==> src/common/conv_pkg.sv <==
package conv_pkg;

	////////////////////////////////////////////////////////////
	// Sizes

	// 3x3 kernel
	localparam int KERNEL_TAPS = 9;
	localparam int WORD_WIDTH  = 16;
	// Nine 32-bit products need four guard bits
	localparam int ACC_WIDTH   = 36;

	////////////////////////////////////////////////////////////
	// Types

	typedef logic signed [WORD_WIDTH-1:0] word_t;
	typedef logic signed [ACC_WIDTH-1:0]  acc_t;

	// One weight per cycle from upstream
	typedef struct packed {
		logic  valid;
		word_t data;
	} weight_beat_t;

	// Tap 0 is the first weight received
	typedef struct packed {
		word_t [KERNEL_TAPS-1:0] tap;
	} kernel_t;

	// Same tap order as the kernel
	typedef struct packed {
		word_t [KERNEL_TAPS-1:0] pixel;
	} window_t;

	typedef struct packed {
		logic valid;
		acc_t sum;
	} conv_result_t;

endpackage

==> src/weight_buffer/weight_shift_chain.sv <==
`timescale 1ns/10ps

module weight_shift_chain (
	input  logic                   clk,
	input  logic                   reset,
	input  conv_pkg::weight_beat_t beat,
	output conv_pkg::kernel_t      kernel
);

	localparam int LAST_TAP = conv_pkg::KERNEL_TAPS - 1;

	// New word enters at the top, older words move toward tap 0
	always_ff @(posedge clk) begin
		if (reset) begin
			kernel <= '0;
		end else if (beat.valid) begin
			for (int i = 0; i < LAST_TAP; i++) begin
				kernel.tap[i] <= kernel.tap[i+1];
			end
			kernel.tap[LAST_TAP] <= beat.data;
		end
	end

endmodule
==> config.mk <==
export PLATFORM = sky130hd
export DESIGN_NAME = weight_shift_chain
export DESIGN_NICKNAME = d
export VERILOG_FILES = /design/src/common/conv_pkg.sv /design/src/weight_buffer/weight_shift_chain.sv
export SDC_FILE = /design/constraint.sdc
export NUM_CORES = 1
export LEC_CHECK = 0
export BUFFER_PORTS_ARGS = -buffer_cell sky130_fd_sc_hd__buf_2
export CORE_ASPECT_RATIO = 0.8
export CORE_MARGIN = 1
export CORE_UTILIZATION = 50
export CTS_CLUSTER_SIZE = 40
export DETAILED_ROUTE_END_ITERATION = 8
export GPL_TIMING_DRIVEN = 0
export PLACE_DENSITY = 0.79
export SLEW_MARGIN = 20
export SYNTH_ARGS = -nofsm -noshare
export SYNTH_HDL_FRONTEND = slang
export SYNTH_SLANG_ARGS = --single-unit
==> constraint.sdc <==
create_clock -name clk -period 1.37 [get_ports clk]
set_input_delay 0.274 -clock clk [delete_from_list [all_inputs] [get_ports clk]]
set_output_delay 0.274 -clock clk [all_outputs]
set_load 0.05 [all_outputs]
* Word-level counts from Yosys, hierarchy flattened *
Cells that the tools add are included.

storage, ports and cells
  register bits = 144
  output and inout bits = 144

* Depth between registers and ports, before layout *
  depth after elaboration = 0
  gate-level depth with buffers = 5

* Least setup slack after synthesis *
No wires, ideal clock.

  path kind = input -> register
  from = input beat[16] (netlist bit)
  to = register kernel[0] (netlist bit)
  library setup time = 0.117 ns
  arrival time = 0.945 ns
  setup slack = 0.308 ns
  stages on the path = 5
  cells stage by stage = buf_4 > buf_6 > buf_6 > mux2i_1 > nor2_1

RTL lines
  what         RTL line                 text
  from (decl)  weight_shift_chain.sv:6  input conv_pkg::weight_beat_t beat,
  to (decl)    weight_shift_chain.sv:7  output conv_pkg::kernel_t kernel

* Worst setup path after layout *
  from = register kernel[126] (netlist bit)
  to = output kernel[126] (netlist bit)

No word-level cell between the ends.

==> flow_metrics.tcl <==
set metrics [dict create \
    r2r_start "kernel[114]" \
    placed_cell_area_mm2 0.00605 \
    vdd_drop_max_v 0.00102 \
    cp_num_cells 1 \
    netlist_area_mm2 0.00508 \
    syn_to_final_growth_pct 34.1 \
    num_io_pins 163 \
    yosysWarnings 0 \
    vias_per_cell 4.90 \
    startpoint "kernel[126]" \
    cts_sinks 144 \
    grt_pass1_wl_um 19000 \
    drt_iter0_drc 186 \
    required_ns 1.10 \
    fin_skew_ns 0.00638 \
    final_util_pct 69.7 \
    wl_um 12000 \
    place.gp.congestion 0.792 \
    min_from "beat[11]" \
    final_hold_viol_count 0 \
    drive_above_1_share_pct 32.8 \
    ctsHoldBuffers 0 \
    yosysSeqAreaShare_pct 56.7 \
    top_regs "kernel (144)" \
    path_delay_family "flip-flops" \
    largest_reg_flops 144 \
    end_kind "output pin" \
    hold_class "input port to flip-flop" \
    dieArea_mm2 0.0106 \
    worst_hold_path.num_cells 3 \
    whs_ns 0.102 \
    fin_crit_ns 1.34 \
    worst_r2r_path_depth 2 \
    top_register "kernel" \
    clock_path_buffers 2 \
    synth_cell_types 7 \
    worst_pin_slew_ns 0.544 \
    rows 32 \
    timing.fmax_mhz 747 \
    synth_nets 483 \
    postSynthCellCount 464 \
    critPathArrivalTime_ns 1.06 \
    cts_buffers 17 \
    grt_pass1_vias 3686 \
    crit_buf_inv 1 \
    critPathKind "flip-flop to output pin" \
    cts_tree "done" \
    finalSetupViolCount 0 \
    die_w_um 115 \
    period_share_pct 97.7 \
    fin_area_mm2 0.00681 \
    total_power_mw 10.1 \
    slew_headroom_pct 63.8 \
    grt_use_total_pct 23.5 \
    setup_slack_ns 0.0319 \
    grt_setup_unrepaired "false" \
    core_mm2 0.00977 \
    antenna_left 0 \
    power_density_mw_per_mm2 1480 \
    avgSynthCellArea_um2 10.9 \
    overflow 0 \
    timing.max_cap.violations 0 \
    diodes 0 \
    cts_resized 3 \
    drc 0 \
    status "finished, final reports clean" \
    die_y_um 92.2 \
    worst_path_largest_cell_delay_ns 0.40 \
    drv_slew 0 \
    ys_ff_latch 144 \
    cpMaxStageDelayCell "dfxtp_1" \
    start_util_pct 52.0 \
    root_buffer "clkbuf_16" \
    layout_common_cells "mux2i_1 (144), nor2_1 (144), dfxtp_1 (144)" \
    vias 3879 \
    nets 662 \
    wire_per_inst_um 15.2 \
    port_buffers 160 \
    p_leak_nw 3.49 \
    clock_latency_ns 0.41 \
    dr.pass1.iters 4 \
    antenna_found_initial 0 \
    post_cts_buffers 0 \
    r2r_setup_slack_ns 0.65 \
    cts.htree.levels 4 \
    place_worst_setup_slack_ns -0.0599 \
    startpoint_type "flip-flop" \
    path_cells "clkbuf_4" \
    hpwl_um 8860 \
    grt_max_degree 17 \
    path_clk_slew_ns 0.06 \
    critPathMaxFanout 3 \
]
==> through the flow <==
step | setup TNS, ns | instances
finish | 0 | 792
global route | 0 | 792
CTS | 0 | 792
detailed placement | -1.16 | 760
global placement | 0 | 760
floorplan | 0 | 464
==> cell families after synthesis <==
kind of cell / share of synthesized area [%]
buffers and inverters: 4.24
flip-flops: 56.7
multiplexers: 28.4
AND/OR/NAND/NOR: 10.6
==> metal layers <==
layer	track usage (%)	wire length, um	up-vias
met3	6.28	589	9
met5	0	0	-
met4	7.90	99	0
met1	30.9	5730	1859
li1	-	-	1913
met2	37.3	5620	98
==> synthesized netlist by cell type <==
cell	n	share of area, %
buf_6	7	1.6
buf_4	9	1.3
dfxtp_1	144	57
clkbuf_1	9	0.66
nor2_1	144	11
buf_2	7	0.69
mux2i_1	144	28
==> layout make-up <==
| class | instances | area (um2) |
|---|---|---|
| fill | 782 | 2960 |
| sequential | 144 | 2880 |
| multi-input combinational | 288 | 1980 |
| timing repair buffer | 160 | 891 |
| clock buffer | 20 | 467 |
| buffer | 32 | 215 |
| clock inverter | 12 | 204 |
| tap | 136 | 170 |
==> where the power goes <==
group	internal, mW	switching [mW]	leakage [nW]	total [mW]
Clock	3.39	1.73	0.319	5.12
Combinational	0.226	0.460	2.01	0.686
Sequential	4.25	0.0468	1.16	4.29
==> path summary, 6_finish.rpt <==
| path | end |
|---|---|
| setup / recovery | kernel[126] |
| hold / removal | kernel[139] |
| hold reg to reg | kernel[9] |
| setup reg to reg | kernel[114] |
No activity file was read; power rests on OpenSTA's default activity.
