===== config.mk =====
export PLATFORM = sky130hd
export DESIGN_NAME = weight_load_fsm
export DESIGN_NICKNAME = d
export VERILOG_FILES = /design/src/common/conv_pkg.sv /design/src/weight_buffer/tap_counter.sv /design/src/weight_buffer/weight_load_fsm.sv
export SDC_FILE = /design/constraint.sdc
export NUM_CORES = 1
export LEC_CHECK = 0
export BUFFER_PORTS_ARGS = -buffer_cell sky130_fd_sc_hd__buf_4
export CAP_MARGIN = 20
export CORE_AREA = 4 4 119 121
export CTS_CLUSTER_DIAMETER = 100
export DETAILED_ROUTE_END_ITERATION = 10
export DIE_AREA = 0 0 123 125
export PLACE_DENSITY_LB_ADDON = 0.25
export RECOVER_POWER = 25
export REMOVE_ABC_BUFFERS = 1
export SLEW_MARGIN = 20
export SYNTH_ARGS = -nofsm -noshare
export SYNTH_HDL_FRONTEND = slang
export SYNTH_SLANG_ARGS = --single-unit
export TNS_END_PERCENT = 30

===== constraint.sdc =====
create_clock -name clk -period 5.11 [get_ports clk]
set_input_delay 1.022 -clock clk [delete_from_list [all_inputs] [get_ports clk]]
set_output_delay 1.022 -clock clk [all_outputs]
set_load 0.02 [all_outputs]

===== src/common/conv_pkg.sv =====
package conv_pkg;

	////////////////////////////////////////////////////////////
	// Sizes

	// 3x3 kernel
	localparam int KERNEL_TAPS = 9;
	localparam int WORD_WIDTH  = 16;
	// Nine 32-bit products need four guard bits
	localparam int ACC_WIDTH   = 36;

	////////////////////////////////////////////////////////////
	// Types

	typedef logic signed [WORD_WIDTH-1:0] word_t;
	typedef logic signed [ACC_WIDTH-1:0]  acc_t;

	// One weight per cycle from upstream
	typedef struct packed {
		logic  valid;
		word_t data;
	} weight_beat_t;

	// Tap 0 is the first weight received
	typedef struct packed {
		word_t [KERNEL_TAPS-1:0] tap;
	} kernel_t;

	// Same tap order as the kernel
	typedef struct packed {
		word_t [KERNEL_TAPS-1:0] pixel;
	} window_t;

	typedef struct packed {
		logic valid;
		acc_t sum;
	} conv_result_t;

endpackage


===== src/weight_buffer/tap_counter.sv =====
`timescale 1ns/10ps

module tap_counter #(
	parameter int COUNT_MAX = 8
) (
	input  logic                           clk,
	input  logic                           reset,
	input  logic                           step,
	output logic [$clog2(COUNT_MAX+1)-1:0] count,
	output logic                           wrap
);

	localparam int COUNT_W = $clog2(COUNT_MAX + 1);

	// Pulses with the step that takes the count back to zero
	assign wrap = step && (count == COUNT_W'(COUNT_MAX));

	always_ff @(posedge clk) begin
		if (reset) begin
			count <= '0;
		end else if (wrap) begin
			count <= '0;
		end else if (step) begin
			count <= count + 1'b1;
		end
	end

endmodule


===== src/weight_buffer/weight_load_fsm.sv =====
`timescale 1ns/10ps

module weight_load_fsm #(
	parameter int KERNEL_DEPTH = 4
) (
	input  logic                   clk,
	input  logic                   reset,
	input  conv_pkg::weight_beat_t beat,
	input  conv_pkg::kernel_t      kernel,
	input  logic                   kernel_pop,
	output logic                   kernel_push,
	output conv_pkg::kernel_t      kernel_wdata,
	output logic                   weight_credit
);

	localparam int TAPS  = conv_pkg::KERNEL_TAPS;
	localparam int SET_W = $clog2(KERNEL_DEPTH + 1);

	typedef enum logic [1:0] {
		GRANT,
		RUN,
		RETURN
	} state_t;

	state_t           state;
	state_t           state_next;
	logic [SET_W-1:0] grant_sets;
	logic [SET_W-1:0] pending;
	logic [SET_W-1:0] pending_next;
	logic             tap_wrap;
	logic             credit_wrap;
	logic             set_done;

	// Ninth accepted weight
	tap_counter #(
		.COUNT_MAX(TAPS - 1)
	) u_tap_count (
		.clk  (clk),
		.reset(reset),
		.step (beat.valid),
		.count(),
		.wrap (tap_wrap)
	);

	// Ninth credit of a set
	tap_counter #(
		.COUNT_MAX(TAPS - 1)
	) u_credit_count (
		.clk  (clk),
		.reset(reset),
		.step (weight_credit),
		.count(),
		.wrap (credit_wrap)
	);

	////////////////////////////////////////////////////////////
	// Credit sequencing

	assign set_done     = (state == RETURN) && credit_wrap;
	// Pops during GRANT are kept and returned afterwards
	assign pending_next = pending + SET_W'(kernel_pop) - SET_W'(set_done);

	always_comb begin
		state_next = state;
		case (state)
			GRANT: begin
				if (credit_wrap && grant_sets == SET_W'(1)) begin
					state_next = (pending_next != '0) ? RETURN : RUN;
				end
			end
			default: begin
				state_next = (pending_next != '0) ? RETURN : RUN;
			end
		endcase
	end

	always_ff @(posedge clk) begin
		if (reset) begin
			state         <= GRANT;
			grant_sets    <= SET_W'(KERNEL_DEPTH);
			pending       <= '0;
			weight_credit <= 1'b0;
			kernel_push   <= 1'b0;
		end else begin
			state         <= state_next;
			pending       <= pending_next;
			weight_credit <= (state_next != RUN);
			kernel_push   <= tap_wrap;
			if (state == GRANT && credit_wrap) begin
				grant_sets <= grant_sets - 1'b1;
			end
		end
	end

	////////////////////////////////////////////////////////////
	// Kernel commit

	// Chain still lacks the last word, so splice it in here
	always_ff @(posedge clk) begin
		if (tap_wrap) begin
			kernel_wdata.tap[TAPS-2:0] <= kernel.tap[TAPS-1:1];
			kernel_wdata.tap[TAPS-1]   <= beat.data;
		end
	end

endmodule


Word-level counts from Yosys, hierarchy flattened. Index checks and enable logic that the tools add are counted.

Flip-flop bits (word level): 162. Input bits: 164. Word-level logic and storage cells: 38.

Reductions and logical operators: 9. $add $sub $neg: 5. Multiplexer cells: 3. Equal/unequal tests: 5.

Operator list (number): 4-bit by 1-bit adder with 4-bit output (second input constant) (2); 4-bit equality test (second input constant) (2); 2-bit two-way mux (3); 1-bit logical AND (5); 2-bit OR reduction (2); 3-bit by 1-bit adder with 3-bit output (1); 3-bit by 1-bit equality test with 1-bit output (second input constant) (1); 3-bit nonzero test (1); 3-bit by 1-bit subtractor with 3-bit output (1); 3-bit by 1-bit subtractor with 3-bit output (second input constant) (1); 2-bit equality test (second input constant) (1); 2-bit zero test (1); 2-bit by 1-bit != test with 1-bit output (second input constant) (1).

Longest topological paths before layout.
Word-level depth: 9. Gate-level depth with buffers: 11. Mapped depth without buffers: 11.

Cells and area by module. Synthesis repeated with hierarchy kept, for this count alone.

Cells, all modules: 228. Area total of the unflattened synthesis: 5190.0 µm².

Modules (own cells, without submodules): weight_load_fsm (cells an instance 188, sequential area each 4524.3 µm², area an instance 4787.1 µm², instances 1); tap_counter (cells an instance 20, sequential area each 80.1 µm², area an instance 201.4 µm², instances 2).

Worst setup path before layout. OpenSTA, ideal clock, no wires.

Path kind: input to register. Start: input port beat[16] in the netlist's numbering. End: register kernel_wdata[0] in the netlist's numbering, enable pin. Data required time: 4.614 ns. Setup time: 0.496 ns. Arrival time: 3.957 ns. Slack: 0.657 ns. Stages on the path: 2. Cells stage by stage: nand4b_1 > inv_1.

Longest elaborated chain between the ends: 1.

RTL lines: from (decl) (line weight_load_fsm.sv:8) `input conv_pkg::weight_beat_t beat,`; 1-bit logical AND (line tap_counter.sv:16) `assign wrap = step && (count == COUNT_W'(COUNT_MAX));`; via tap_wrap (line weight_load_fsm.sv:30) `logic tap_wrap;`; to (decl) (line weight_load_fsm.sv:12) `output conv_pkg::kernel_t kernel_wdata,`.

The timed path passes the listed nets, and every way through them passes these cells. A chain may end at the register's enable or synchronous reset.

Final worst setup path.
Start: register u_credit_count.count[0]. End: register state[0].

Longest elaborated chain between the ends: 8. Elaborated cells on any way between the ends: 9.

RTL lines: from (decl) (line tap_counter.sv:9) `output logic [$clog2(COUNT_MAX+1)-1:0] count,`; from (signal assigned) (line tap_counter.sv:24) `count <= count + 1'b1;`; 4-bit equality test (*) (line tap_counter.sv:16); 1-bit logical AND (*) (line tap_counter.sv:16); 1-bit logical AND (line weight_load_fsm.sv:59) `assign set_done = (state == RETURN) && credit_wrap;`; 3-bit by 1-bit subtractor with 3-bit output (line weight_load_fsm.sv:61) `assign pending_next = pending + SET_W'(kernel_pop) - SET_W'(set_done);`; 3-bit nonzero test (line weight_load_fsm.sv:68, weight_load_fsm.sv:72); 2-bit two-way mux (line weight_load_fsm.sv:68, weight_load_fsm.sv:72); 2-bit two-way mux (line weight_load_fsm.sv:67) `if (credit_wrap && grant_sets == SET_W'(1)) begin`; 2-bit two-way mux (*) (line weight_load_fsm.sv:65) `case (state)`; to (signal assigned) (line weight_load_fsm.sv:85) `state <= state_next;`; to (decl) (line weight_load_fsm.sv:25) `state_t state;`.

Mark *: on every way between the ends. The rest lies on a longest branch, timed or not.

==> flow_summary.toml <==
[synthesis]
seq_area_frac_synth_pct = 90.0
ys.flop_type = "edfxtp_1"
synth_edf_count = 144
synthArstFlopShare_pct = 0
synth_warnings = 0
synth.avg_cell_area_um2 = 22.4
syn_inst = 232
synth_area_mm2 = 0.00520
synth_cell_type_count = 29
synth_seq_cells = 162

[clock_network]
clk_latency_ps = 410
tritoncts = "built"
post_cts_buffers = 0
postCtsHoldBufs = 0
h-tree-depth = 4
clock-sinks = 162
cts-resized-gates = 0
numCtsBuffers = 17
cts_buffer_depth = 2
root_buffer = "clkbuf_16"
clk_pin_slew_ps = 60

[worst_setup_path]
rr_worst_depth = 11
r2r_start = "u_credit_count.count[0]$_SDFFE_PP0P_"
worst_path_max_delay_cell = "dfxtp_1"
end_kind = "flop"
path_class = "reg2reg"
critPathMostFrequentCell = "ha_1"
cp_cell_sequence = "inv_1 -> ha_1 -> nand4b_4 -> nor3b_1 -> ha_1 -> inv_1 -> ha_1 -> fa_1 -> xor3_1 -> nor3b_2 -> nor3b_1"
path_max_fanout = 9
arrival_ps = 2800
r2r_slack_ps = 2650
startpoint_type = "flop"
required_ps = 5450
crit_buf_inv = 2
cp_top_family = "adder cells"
max_stage_delay_ps = 400
r2r_end = "state[0]$_SDFF_PP0_"

[placed_design]
finalWeightedCongestion = 0.733
port_buffers = 293
dp_hpwl_um = 10700

[timing]
fmax_mhz = 406
rsz0062_at_grt = "false"
period_share_pct = 48.1
hold_violations = 0
min_period_ps = 2460
tns_ps = 0
finalSetupViolCount = 0
max_slew_margin_pct = 41.7
whs_ps = 481
slew_viol_final = 0
skew_ps = 6.64
worst_slew_pin_slew_ps = 874

[hold_path]
min_path_cells = 2
hold_path_end = "grant_sets[1]$_SDFFE_PP0P_"
hold_path_startpoint = "grant_sets[1]$_SDFFE_PP0P_"
hold_class = "reg2reg"

[die]
rows = 42
die_area_mm2 = 0.0154
die_y_um = 125
start_util_pct = 39.8
io_pins = 310
die_w_um = 123
core-area_mm2 = 0.0131

[job]
max_cap_viol_count = 0

[final_layout]
drive_above_1_share_pct = 58.2
syn2layout_area_growth_pct = 57.6
final_cell_mix = "181 x buf_4, 144 x edfxtp_1, 113 x clkbuf_4"
mostFrequentLayoutCell = "buf_4"
finalNetCount = 716
nFillCells = 988
num_antenna_cells = 0

[grt]
grt.total_usage_pct = 17.6
antenna_found_initial = 0
gr-total-overflow = 0
grt_pass1_vias = 3322
grt_pass1_wl_um = 19600
grt_max_degree = 128

[detailed_routing]
viasPerCell = 4.40
route.antenna.remaining_nets = 0
vias = 3214
wl_um = 13700
first_iter_violations = 201
drc = 0
firstDrtPassIters = 4
wl_per_cell_um = 18.8

[status]
status = "finished clean"

[power]
leakage_uw = 0.00333
p_per_area_mw_per_mm2 = 342
worst_ir_drop_vdd_uv = 178
[metal layers]
layer  routed length, µm  up-vias  track usage, %
li1                    -     1503               -
met1                4260     1532            16.4
met2                7450      157            31.9
met3                1710       22            9.21
met4                 287        0            6.38
met5                   0        -               0
[per-stage QoR]
step	cells	setup WS [ps]	util [%]	cell area, µm²	power, µW
after global routing	731	2420	62.7	8200	2910
after floorplan	230	657	-	5190	1510
final	731	2650	62.7	8200	2800
after CTS	731	2520	62.6	8200	2840
after global placement	700	2110	58.2	7620	1590
after detailed placement	700	2080	58.2	7620	1600
[final cells by class]
type	instances	area (µm²)	share of cell area, %
Sequential cell	162	4680	57.1
Timing Repair Buffer	294	2210	26.9
Multi-Input combinational cell	57	462	5.63
Clock buffer	20	437	5.33
Tap cell	176	220	2.69
Clock inverter	11	139	1.69
Inverter	11	48.8	0.595
[cell usage after synthesis, types with 2 or more instances]
master / count / area, µm²
nand4_1: 2 / 12.5
nand2b_1: 2 / 12.5
a21oi_1: 3 / 15.0
nor3b_1: 2 / 15.0
nand2_1: 2 / 7.51
mux2i_1: 3 / 30.0
nor2_1: 12 / 45.0
nor2b_1: 3 / 18.8
ha_1: 8 / 100
o31ai_1: 2 / 15.0
inv_1: 11 / 41.3
xor2_1: 4 / 35.0
xnor2_1: 2 / 17.5
dfxtp_1: 18 / 360
edfxtp_1: 144 / 4320
[worst max path at each step]
| stage | slack [ps] | to | startpoint | cells past startpoint |
|---|---|---|---|---|
| 2_1_floorplan | 660 | kernel_wdata[0]$_DFFE_PP_ | beat[16] | 2 |
| 3_3_place_gp | 2110 | kernel_wdata[122]$_DFFE_PP_ | beat[16] | 4 |
| 3_5_place_dp | 2080 | kernel_wdata[26]$_DFFE_PP_ | beat[16] | 4 |
| 4_1_cts | 2520 | kernel_wdata[79]$_DFFE_PP_ | beat[16] | 4 |
| 5_1_grt | 2420 | state[0]$_SDFF_PP0_ | u_credit_count.count[0]$_SDFFE_PP0P_ | 11 |
| 6_report | 2650 | state[0]$_SDFF_PP0_ | u_credit_count.count[0]$_SDFFE_PP0P_ | 11 |
[flip-flops by register name (all words and copies together), names as in the netlist]
name,cells
u_tap_count.count,4
weight_credit,1
kernel_wdata,144
u_credit_count.count,4
grant_sets,3
state,2
kernel_push,1
pending,3
[worst min-delay path, delay by kind of cell, from the launching register on]
| kind | cells | cell delay [ps] |
|---|---|---|
| flip-flops | 1 | 310 |
| AO/OA/AOI/OAI | 2 | 120 |
[power by group]
| group | leakage, µW | internal [µW] | switching, µW |
|---|---|---|---|
| sequential | 0.00144 | 1450 | 6.20 |
| combinational | 0.00162 | 83.3 | 31.1 |
| clock | 0.000271 | 760 | 474 |
| total | 0.00333 | 2290 | 512 |
[cells by family after synthesis]
kind of cell | Yosys count | synth area share [%]
DFF | 162 | 90.0
adders and majority gates | 9 | 2.31
xor gates and xnor gates | 7 | 1.47
buffers and inverters | 13 | 1.08
muxes | 3 | 0.577
AOI/OAI and AO/OA | 7 | 0.817
and+or+nand+nor | 31 | 3.70
Note: power is estimated with default switching activity, not from simulation.
