[src/common/conv_pkg.sv]
package conv_pkg;

	////////////////////////////////////////////////////////////
	// Sizes

	// 3x3 kernel
	localparam int KERNEL_TAPS = 9;
	localparam int WORD_WIDTH  = 16;
	// Nine 32-bit products need four guard bits
	localparam int ACC_WIDTH   = 36;

	////////////////////////////////////////////////////////////
	// Types

	typedef logic signed [WORD_WIDTH-1:0] word_t;
	typedef logic signed [ACC_WIDTH-1:0]  acc_t;

	// One weight per cycle from upstream
	typedef struct packed {
		logic  valid;
		word_t data;
	} weight_beat_t;

	// Tap 0 is the first weight received
	typedef struct packed {
		word_t [KERNEL_TAPS-1:0] tap;
	} kernel_t;

	// Same tap order as the kernel
	typedef struct packed {
		word_t [KERNEL_TAPS-1:0] pixel;
	} window_t;

	typedef struct packed {
		logic valid;
		acc_t sum;
	} conv_result_t;

endpackage

[src/kernel_fifo.sv]
`timescale 1ns/10ps

module kernel_fifo #(
	parameter type payload_t = conv_pkg::kernel_t,
	parameter int  DEPTH     = 4
) (
	input  logic     clk,
	input  logic     reset,
	input  logic     push,
	input  payload_t wdata,
	input  logic     pop,
	output payload_t rdata,
	output logic     empty,
	output logic     full
);

	localparam int PTR_W = (DEPTH > 1) ? $clog2(DEPTH) : 1;
	localparam int CNT_W = $clog2(DEPTH + 1);

	payload_t         mem [DEPTH];
	logic [PTR_W-1:0] wr_ptr;
	logic [PTR_W-1:0] rd_ptr;
	logic [CNT_W-1:0] count;
	logic             do_push;
	logic             do_pop;

	// Depth need not be a power of two
	function automatic logic [PTR_W-1:0] ptr_inc(input logic [PTR_W-1:0] ptr);
		return (ptr == PTR_W'(DEPTH - 1)) ? '0 : ptr + 1'b1;
	endfunction

	assign empty   = (count == '0);
	assign full    = (count == CNT_W'(DEPTH));
	assign do_push = push && !full;
	assign do_pop  = pop && !empty;

	always_ff @(posedge clk) begin
		if (reset) begin
			wr_ptr <= '0;
			rd_ptr <= '0;
			count  <= '0;
		end else begin
			if (do_push) begin
				wr_ptr <= ptr_inc(wr_ptr);
			end
			if (do_pop) begin
				rd_ptr <= ptr_inc(rd_ptr);
			end
			count <= count + CNT_W'(do_push) - CNT_W'(do_pop);
		end
	end

	// Storage and read register
	always_ff @(posedge clk) begin
		if (do_push) begin
			mem[wr_ptr] <= wdata;
		end
		if (do_pop) begin
			rdata <= mem[rd_ptr];
		end
	end

endmodule

[config.mk]
export PLATFORM = sky130hd
export DESIGN_NAME = kernel_fifo
export DESIGN_NICKNAME = d
export VERILOG_FILES = /design/src/common/conv_pkg.sv /design/src/kernel_fifo.sv
export SDC_FILE = /design/constraint.sdc
export NUM_CORES = 1
export LEC_CHECK = 0
export CAP_MARGIN = 10
export CORE_MARGIN = 4
export CORE_UTILIZATION = 62
export CTS_BUF_LIST = sky130_fd_sc_hd__clkbuf_4 sky130_fd_sc_hd__clkbuf_8 sky130_fd_sc_hd__clkbuf_16
export DETAILED_ROUTE_END_ITERATION = 12
export DONT_BUFFER_PORTS = 1
export PLACE_DENSITY_LB_ADDON = 0.05
export RECOVER_POWER = 25
export SKIP_LAST_GASP = 1
export SYNTH_ARGS = -nofsm -noshare
export SYNTH_HDL_FRONTEND = slang
export SYNTH_SLANG_ARGS = --single-unit
[constraint.sdc]
create_clock -name clk -period 5.8 [get_ports clk]
set_input_delay 0.29 -clock clk [delete_from_list [all_inputs] [get_ports clk]]
set_output_delay 0.29 -clock clk [all_outputs]
set_load 0.01 [all_outputs]
Word level (Yosys, flattened, before mapping)

Memories as Yosys holds them, arrays and structs flattened. A register that Yosys moved wholly into a read port is not among the register bits.
Index checks and enable logic that the tools add are counted.

Output and inout port bits: 146
Register bits after elaboration: 7
Memories: 1
Memory bits (writable): 576
Input bits: 148
Word-level logic and storage cells: 20

Equality and inequality tests: 3
Add/sub/neg operators: 4
Muxes and demuxes: 4
Reduce and logical (&&, ||, !) cells: 5

Memories:

| name | words | width | read ports | clocked after Yosys merged registers in | wr ports | RTL line          | source |
|---|---|---|---|---|---|---|---|
| mem  | 4     | 144   | 1          | 1                                       | 1        | kernel_fifo.sv:20 | `payload_t mem [DEPTH];` |

Operators by type and width:

| cell                                                          | number |
|---|---|
| 2-bit by 1-bit adder with 2-bit output, second input constant | 2 |
| 2-bit == test, second input constant                          | 2 |
| 2-bit two-way mux                                             | 2 |
| 3-bit by 1-bit adder with 3-bit output                        | 1 |
| 3-bit == test, second input constant                          | 1 |
| 3-bit logical NOT                                             | 1 |
| 3-bit by 1-bit subtractor with 3-bit output                   | 1 |
| 1-bit logical AND                                             | 2 |
| 1-bit logical NOT                                             | 2 |
| 1-bit two-way mux                                             | 2 |

Longest topological paths before layout

Gate-level depths: netlist (run 1).

Word-level depth: 5
Depth in mapped cells: 11
Depth with buffers taken out: 10

Worst setup path before layout (run 1)

No wires, ideal clock.

Kind: reg2reg
Start point: reg count[1]
End point: reg count[1]
Buffers on the path: 0
Setup slack: 0.984 ns
Data arrival time: 4.703 ns
Setup time: 0.114 ns
Period minus slack after synthesis: 4.816 ns
Data required time: 5.686 ns
Stages on the path, launching flop included: 8
Cells stage by stage: dfxtp_1 o31ai_1 inv_1 ha_1 inv_1 ha_1 fa_1 nor2b_1

Elaborated cells on any way between the ends: 8
Classes of those cells: add/sub (2); eq/ne (1); reduce/logical (5)

RTL lines:

| what                                        | RTL line          | source |
|---|---|---|
| from (decl)                                 | kernel_fifo.sv:23 | `logic [CNT_W-1:0] count;` |
| from (signal assigned)                      | kernel_fifo.sv:49 | `count <= count + CNT_W'(do_push) - CNT_W'(do_pop);` |
| 3-bit logical NOT                           | kernel_fifo.sv:32 | `assign empty = (count == '0);` |
| 1-bit logical NOT                           | kernel_fifo.sv:35 | `assign do_pop = pop && !empty;` |
| 1-bit logical AND                           | kernel_fifo.sv:35 |  |
| named net do_pop                            | kernel_fifo.sv:25 | `logic do_pop;` |
| 3-bit by 1-bit subtractor with 3-bit output | kernel_fifo.sv:49 |  |

The timed path passes the listed nets, and every way through them passes these cells.
A chain may end at the register's enable or synchronous reset.

Worst setup path after layout (run 1)

Start point: reg count[1]
End point: reg count[2]

Same word-level chain as after synthesis.

==> impl_metrics.sql, run 1 <==
INSERT INTO impl_metrics (metric_group, metric, value, unit) VALUES
('power', 'power_density', '441', 'mW/mm^2'),
('setup_path', 'startpoint_type', 'flop', ''),
('synth', 'yosys_top_cell_area_share', '84.8', '%'),
('power', 'power_leakage', '9.37', 'nW'),
('timing', 'tmin_final', '3150', 'ps'),
('outcome', 'run_status', 'completed', ''),
('cts', 'clock_sinks', '727', ''),
('route', 'detailed_route_wire_length_per_cell', '27.0', 'um'),
('setup_path', 'reg2regPathDepth', '9', ''),
('route', 'drt_pre_antenna_iters', '5', ''),
('setup_path', 'reg_to_reg_end', 'count[2]$_SDFF_PP0_', ''),
('run', 'timing.max_cap.violations', '0', ''),
('route', 'detailedRoute.firstIterationViolations', '836', ''),
('global_routing', 'grt_antenna_before_repair', '7', ''),
('synth', 'syn_avg_cell_area', '27.0', 'um^2'),
('timing', 'setup_tns', '0', 'ps'),
('worst_hold_path', 'min_path_cells', '3', ''),
('worst_hold_path', 'holdCritStartpoint', 'pop', ''),
('setup_path', 'worst-r2r-setup-slack', '2650', 'ps'),
('cts', 'cts_buffers', '71', ''),
('floorplan', 'fp.dieArea', '0.0444', 'mm^2'),
('setup_path', 'r2r-start', 'count[1]$_SDFF_PP0_', ''),
('power', 'vdd_ir_drop_max', '0.385', 'mV'),
('setup_path', 'critical_path.max_stage_delay', '750', 'ps'),
('final_layout', 'drive_gt1_share', '23.0', '%'),
('final_layout', 'fin_nets', '1297', ''),
('global_routing', 'first_global_vias', '11113', ''),
('synth', 'synthCells', '944', ''),
('global_routing', 'gr-usage-all-layers', '21.4', '%'),
('setup_path', 'end_kind', 'flop', ''),
('timing', 'finalClockSkew', '22.7', 'ps'),
('cts', 'cts_tree', 'yes', ''),
('cts', 'clock_pin_slew_reported_for_the_worst_setup_and_hold_paths_after_clock_tree_synthesis', '60', 'ps'),
('setup_path', 'timing_worst_setup_path_type', 'flop to flop', ''),
('cts', 'clock_root_cell', 'clkbuf_16', ''),
('synth', 'post_synth_num_cell_types', '25', ''),
('worst_hold_path', 'hp-class', 'input pin to flop', ''),
('worst_hold_path', 'whs_endpoint', 'rd_ptr[0]$_SDFFE_PP0P_', ''),
('synth', 'synth_seq_cells', '727', ''),
('global_routing', 'pin_count_of_the_biggest_net_entering_global_routing', '101', ''),
('floorplan', 'initial_standard_cell_utilization_of_the_core', '62.6', '%'),
('synth', 'sequential_to_total_area_share_from_yosys_stat', '85.3', '%'),
('timing', 'fmax', '318', 'MHz'),
('global_routing', 'grt_pass1_wl', '70.6', 'mm'),
('floorplan', 'std_cell_rows', '74', ''),
('placed_design', 'dp.cells', '1454', ''),
('timing', 'setup_violators_final', '0', ''),
('timing', 'final_min_period_over_clock_period', '54.2', '%'),
('synth', 'synthDominantAreaCellType', 'edfxtp_1', ''),
('placed_design', 'pre_cts_ws', '2620', 'ps'),
('synth', 'synth-warning-count', '0', ''),
('setup_path', 'crit_path_cell_trace', 'o31ai_1 > inv_6 > ha_1 > inv_1 > ha_1 > fa_1 > xnor2_1 > xnor2_1 > nor2_1', ''),
('setup_path', 'critPathSlowestCell', 'o31ai_1', ''),
('synth', 'syn-num-nets', '1100', ''),
('synth', 'largest_cells_by_area_after_synthesis', 'edfxtp_1, mux4_2, dfxtp_1, buf_4, ha_1', ''),
('cts', 'worst_skew_pair.late_latency', '580', 'ps'),
('setup_path', 'path_delay_family', 'adder cells', ''),
('cts', 'clock_tree_buf_depth', '3', ''),
('placed_design', 'io_buffers', '0', ''),
('route', 'dr_total_vias', '10420', ''),
('synth', 'syn_area', '0.0255', 'mm^2'),
('route', 'vias_per_cell', '6.03', ''),
('timing', 'slew_headroom', '18.8', '%'),
('timing', 'timing_worst_slew_pin_value', '1220', 'ps'),
('setup_path', 'worstPathBufferInverterCount', '2', ''),
('placed_design', 'detailed_place_hpwl', '26.2', 'mm'),
('final_layout', 'area_growth', '16.7', '%'),
('cts', 'postCtsSetupBuffers', '0', ''),
('placed_design', 'place_congestion', '0.747', ''),
('route', 'route.final.wire_length', '46.6', 'mm'),
('cts', 'deepest_level_of_the_cts_h_tree', '3', '');
[how the worst max path moves through the flow]
| stage | startpoint | endpoint | slack [ps] | cells after the start |
|---|---|---|---|---|
| 2_1_floorplan | count[1]$_SDFF_PP0_ | count[1]$_SDFF_PP0_ | 980 | 7 |
| 3_3_place_gp | count[1]$_SDFF_PP0_ | count[2]$_SDFF_PP0_ | 2750 | 9 |
| 3_5_place_dp | count[1]$_SDFF_PP0_ | count[2]$_SDFF_PP0_ | 2620 | 9 |
| 4_1_cts | count[1]$_SDFF_PP0_ | count[2]$_SDFF_PP0_ | 2620 | 9 |
| 5_1_grt | count[1]$_SDFF_PP0_ | count[2]$_SDFF_PP0_ | 2480 | 9 |
| 6_report | count[1]$_SDFF_PP0_ | count[2]$_SDFF_PP0_ | 2650 | 9 |
[kinds of logic after synthesis]
family	Yosys count	share of synthesized area, %
AOI/OAI and AO/OA	5	0.147
DFF	727	85.3
muxes	145	12.8
adders and majority gates	8	0.422
and+or+nand+nor	16	0.383
xor gates and xnor gates	2	0.0687
buffers and inverters	41	0.898
[routing by layer]
metal  vias to the layer above  GRT usage [%]  wire length [um]
met5                         -              0                41
met1                      5536           29.1             18000
li1                       4452              -                 -
met4                         8           6.71              1120
met3                        78           6.70              3770
met2                       346           34.1             23700
[what timing repair did]
| item | in CTS | in global routing |
|---|---|---|
| resized for setup | 0 | 0 |
| hold endpoints to repair | 583 | 0 |
| hold buffers | 146 | 0 |
[metrics by stage]
step / utilization [%] / hold WS, ps / total power [mW] / cell area, um^2
floorplan: - / 359 / 8.44 / 25500
global placement: 64.1 / 353 / 8.82 / 26100
detailed placement: 64.1 / 360 / 8.90 / 26100
CTS: 73.0 / 89.7 / 13.3 / 29800
global route: 73.1 / 105 / 13.7 / 29800
finish: 73.1 / 118 / 13.1 / 29800
[power by group]
part | switching, mW | total, mW | internal, mW
clock network | 1.78 | 4.27 | 2.49
logic | 0.791 | 1.52 | 0.728
registers | 0.553 | 7.34 | 6.79
[area by class of cell]
type / instances / area [um^2]
diodes: 3 / 7.51
inverters: 8 / 35.0
clock buffers: 97 / 2020
fillers: 2282 / 11000
multi-input cells: 176 / 3530
well taps: 532 / 666
flip-flops and latches: 727 / 21800
clock inverters: 29 / 169
repair buffers: 157 / 1570
[state kept, by name, summed over array words and instances (netlist names)]
register,count
wr_ptr,2
rdata,144
count,3
rd_ptr,2
mem,576
[tightest hold or removal path: cells and delay by family]
family | cells | cell delay, ps
AOI/OAI and AO/OA | 2 | 230
and+or+nand+nor | 1 | 120
[Yosys cell counts]
cell type / n
or3_1: 1
nor2b_1: 2
nand3_1: 2
edfxtp_1: 720
mux4_2: 144
nand2_1: 1
o31ai_1: 1
buf_4: 15
buf_2: 9
mux2i_1: 1
nor3_1: 2
fa_1: 1
buf_6: 1
xnor2_1: 2
a21oi_1: 2
nor2_1: 2
and3_2: 4
o31ai_2: 1
ha_1: 7
buf_1: 8
and2_4: 1
dfxtp_1: 7
a21o_1: 1
or3b_1: 1
inv_1: 8
[cells in the final DEF (no fill, tap or decap), types with 3 or more instances in the layout]
master and instances:
edfxtp_1 720, dlygate4sd3_1 146, mux4_2 144, clkbuf_16 73, clkbuf_4 22, clkinv_1 15, buf_4 9, clkinv_2 8
inv_1 7, ha_1 7, inv_6 5, dfxtp_1 5, and3_4 4, diode_2 3
Power figures use the tool's default switching activity.
==> inputs of run 2 (changes only) <==
==> constraint.sdc (replaced) <==
create_clock -name clk -period 2.9 [get_ports clk]
set_input_delay 0.145 -clock clk [delete_from_list [all_inputs] [get_ports clk]]
set_output_delay 0.145 -clock clk [all_outputs]
set_load 0.01 [all_outputs]
==> run 2 against run 1 <==
Effect of this change:
- flip-flop and latch count unchanged
- routed wire length increased by 1.0%
- clock skew decreased by 1.4 ps
- critical path type unchanged
==> impl_metrics.sql, run 2 (synthesis gave the netlist of run 1 again) <==
INSERT INTO impl_metrics (metric_group, metric, value, unit) VALUES
('outcome', 'run_status', 'completed', ''),
('cts', 'cts_tree', 'yes', ''),
('global_routing', 'grt_antenna_before_repair', '6', ''),
('floorplan', 'fp.dieH', '211', 'um'),
('cts', 'clock_sinks', '727', ''),
('setup_path', 'cp.required', '3350', 'ps'),
('setup_path', 'crit_path_cell_trace', 'or3b_1 > and2_4 > inv_1 > ha_1 > inv_2 > ha_4 > fa_2 > xnor2_2 > xnor2_1 > nor2_1', ''),
('worst_hold_path', 'hp-class', 'input pin to flop', ''),
('timing', 'finalClockSkew', '21.3', 'ps'),
('timing', 'hold_violations', '0', ''),
('timing', 'tmin_final', '2330', 'ps'),
('route', 'drt_pre_antenna_iters', '7', ''),
('timing', 'setup_ws', '571', 'ps'),
('final_layout', 'area_growth', '17.9', '%'),
('cts', 'clock_pin_slew_reported_for_the_worst_setup_and_hold_paths_after_clock_tree_synthesis', '60', 'ps'),
('run', 'timing.max_cap.violations', '0', ''),
('global_routing', 'use_met2', '34.3', '%'),
('timing', 'final_min_period_over_clock_period', '80.3', '%'),
('floorplan', 'die_w', '211', 'um'),
('final_layout', 'most-common-layout-cells', 'edfxtp_1, dlygate4sd3_1, mux4_2, clkbuf_16', ''),
('timing', 'setup_tns', '0', 'ps'),
('final_layout', 'largest-register', 'mem', ''),
('power', 'totalPowerFinal', '26.5', 'mW'),
('route', 'antenna_violating_nets_post_route', '0', ''),
('timing', 'timing_worst_slew_pin_value', '946', 'ps'),
('route', 'route.final.wire_length', '47.1', 'mm'),
('placed_design', 'io_buffers', '0', ''),
('setup_path', 'startpoint_type', 'flop', ''),
('setup_path', 'critical_path.max_stage_delay', '470', 'ps'),
('global_routing', 'grt_busiest_layer', 'met2', ''),
('floorplan', 'initial_standard_cell_utilization_of_the_core', '62.6', '%'),
('placed_design', 'detailed_place_hpwl', '27.1', 'mm'),
('placed_design', 'place_congestion', '0.749', ''),
('setup_path', 'end_kind', 'flop', ''),
('power', 'vdd_ir_drop_max', '0.713', 'mV'),
('global_routing', 'grt_pass1_wl', '71.1', 'mm'),
('floorplan', 'std_cell_rows', '74', ''),
('cts', 'cts_resized', '0', ''),
('global_routing', 'grt_util_met1', '29.7', '%'),
('floorplan', 'placeableCoreArea', '0.0407', 'mm^2'),
('final_layout', 'drive_gt1_share', '24.0', '%'),
('floorplan', 'fp.dieArea', '0.0444', 'mm^2'),
('global_routing', 'grt_total_ovfl', '0', ''),
('power', 'power_leakage', '9.48', 'nW'),
('timing', 'slew_headroom', '36.9', '%'),
('timing', 'setup_violators_final', '0', ''),
('final_layout', 'largest_registers', 'mem (576), rdata (144), count (3)', ''),
('cts', 'clock_root_cell', 'clkbuf_16', ''),
('setup_path', 'worst-endpoint-arrival', '2780', 'ps'),
('route', 'vias_per_cell', '5.98', ''),
('cts', 'deepest_level_of_the_cts_h_tree', '3', ''),
('route', 'detailedRoute.firstIterationViolations', '852', ''),
('setup_path', 'critPathMaxFanout', '9', ''),
('final_layout', 'layout_commonest_cell', 'edfxtp_1', ''),
('power', 'power_density', '880', 'mW/mm^2'),
('final_layout', 'largest_register_ff_count', '576', ''),
('placed_design', 'pre_cts_ws', '584', 'ps'),
('floorplan', 'io-pin-count', '294', ''),
('global_routing', 'pin_count_of_the_biggest_net_entering_global_routing', '145', ''),
('global_routing', 'gr-usage-all-layers', '21.6', '%'),
('global_routing', 'groute.layer.met3.usage', '6.86', '%'),
('global_routing', 'first_global_vias', '11097', ''),
('timing', 'rsz0062_at_grt', 'false', ''),
('cts', 'cts_buffers', '71', ''),
('cts', 'clock_tree_buf_depth', '3', ''),
('setup_path', 'critPathSlowestCell', 'dfxtp_1', ''),
('route', 'dr_total_vias', '10416', ''),
('final_layout', 'fin_nets', '1311', ''),
('timing', 'fmax', '429', 'MHz'),
('route', 'detailed_route_wire_length_per_cell', '27.0', 'um'),
('setup_path', 'timing_worst_setup_path_type', 'flop to flop', ''),
('timing', 'timing.final.max_slew_violations', '0', ''),
('cts', 'worst_skew_pair.late_latency', '580', 'ps'),
('route', 'drcViolationCount', '0', '');
-- run 2: worst paths after layout --
path                        from                     to  slack [ps]  cells after the start
max          count[0]$_SDFF_PP0_    count[2]$_SDFF_PP0_         570                     10
min                         push  mem[2][136]$_DFFE_PP_          30                      1
max reg2reg  count[0]$_SDFF_PP0_    count[2]$_SDFF_PP0_         570                     10
min reg2reg  count[1]$_SDFF_PP0_    count[2]$_SDFF_PP0_         620                      2
-- run 2: power by group --
group	internal, mW	switching, mW
sequential	13.6	1.05
combinational	1.60	1.69
clock	5.01	3.56
total	20.2	6.29
-- run 2: what timing repair did --
| item | in CTS | in global routing |
|---|---|---|
| buffers inserted | 0 | 0 |
| hold buffers | 148 | 0 |
| hold endpoints to repair | 583 | 0 |
-- run 2: metal layers --
| layer | routed length, um | vias up | share of wire, % |
|---|---|---|---|
| met5 | 41 | - | 0.087 |
| met1 | 18700 | 5501 | 40 |
| met4 | 1070 | 6 | 2.3 |
| met3 | 3600 | 76 | 7.6 |
| met2 | 23700 | 354 | 50 |
| li1 | - | 4479 | - |
-- run 2: metrics by stage --
stage,util (%),cells,hold slack (ps),cell area [um^2]
floorplan,-,944,208,25500
global placement,64.8,1466,212,26400
detailed placement,64.8,1466,215,26400
CTS,73.8,1736,4.16,30100
global route,73.8,1738,14.2,30100
finish,73.8,1742,28.4,30100
-- run 2: critical path, delay by kind of cell (launching register included) --
| kind | cells | cell delay (ps) |
|---|---|---|
| fa+ha+maj | 3 | 770 |
| xor+xnor | 2 | 300 |
| flops | 1 | 470 |
| buf+inv | 2 | 80 |
| simple gates | 3 | 590 |
-- run 2: final cells by class --
class / count / area, um^2
Multi-Input combinational cell: 176 / 3560
Tap cell: 532 / 666
Antenna cell: 6 / 15.0
Timing Repair Buffer: 171 / 1840
Sequential cell: 727 / 21800
Clock inverter: 35 / 243
Clock buffer: 87 / 1940
Inverter: 8 / 33.8
Fill cell: 2206 / 10700
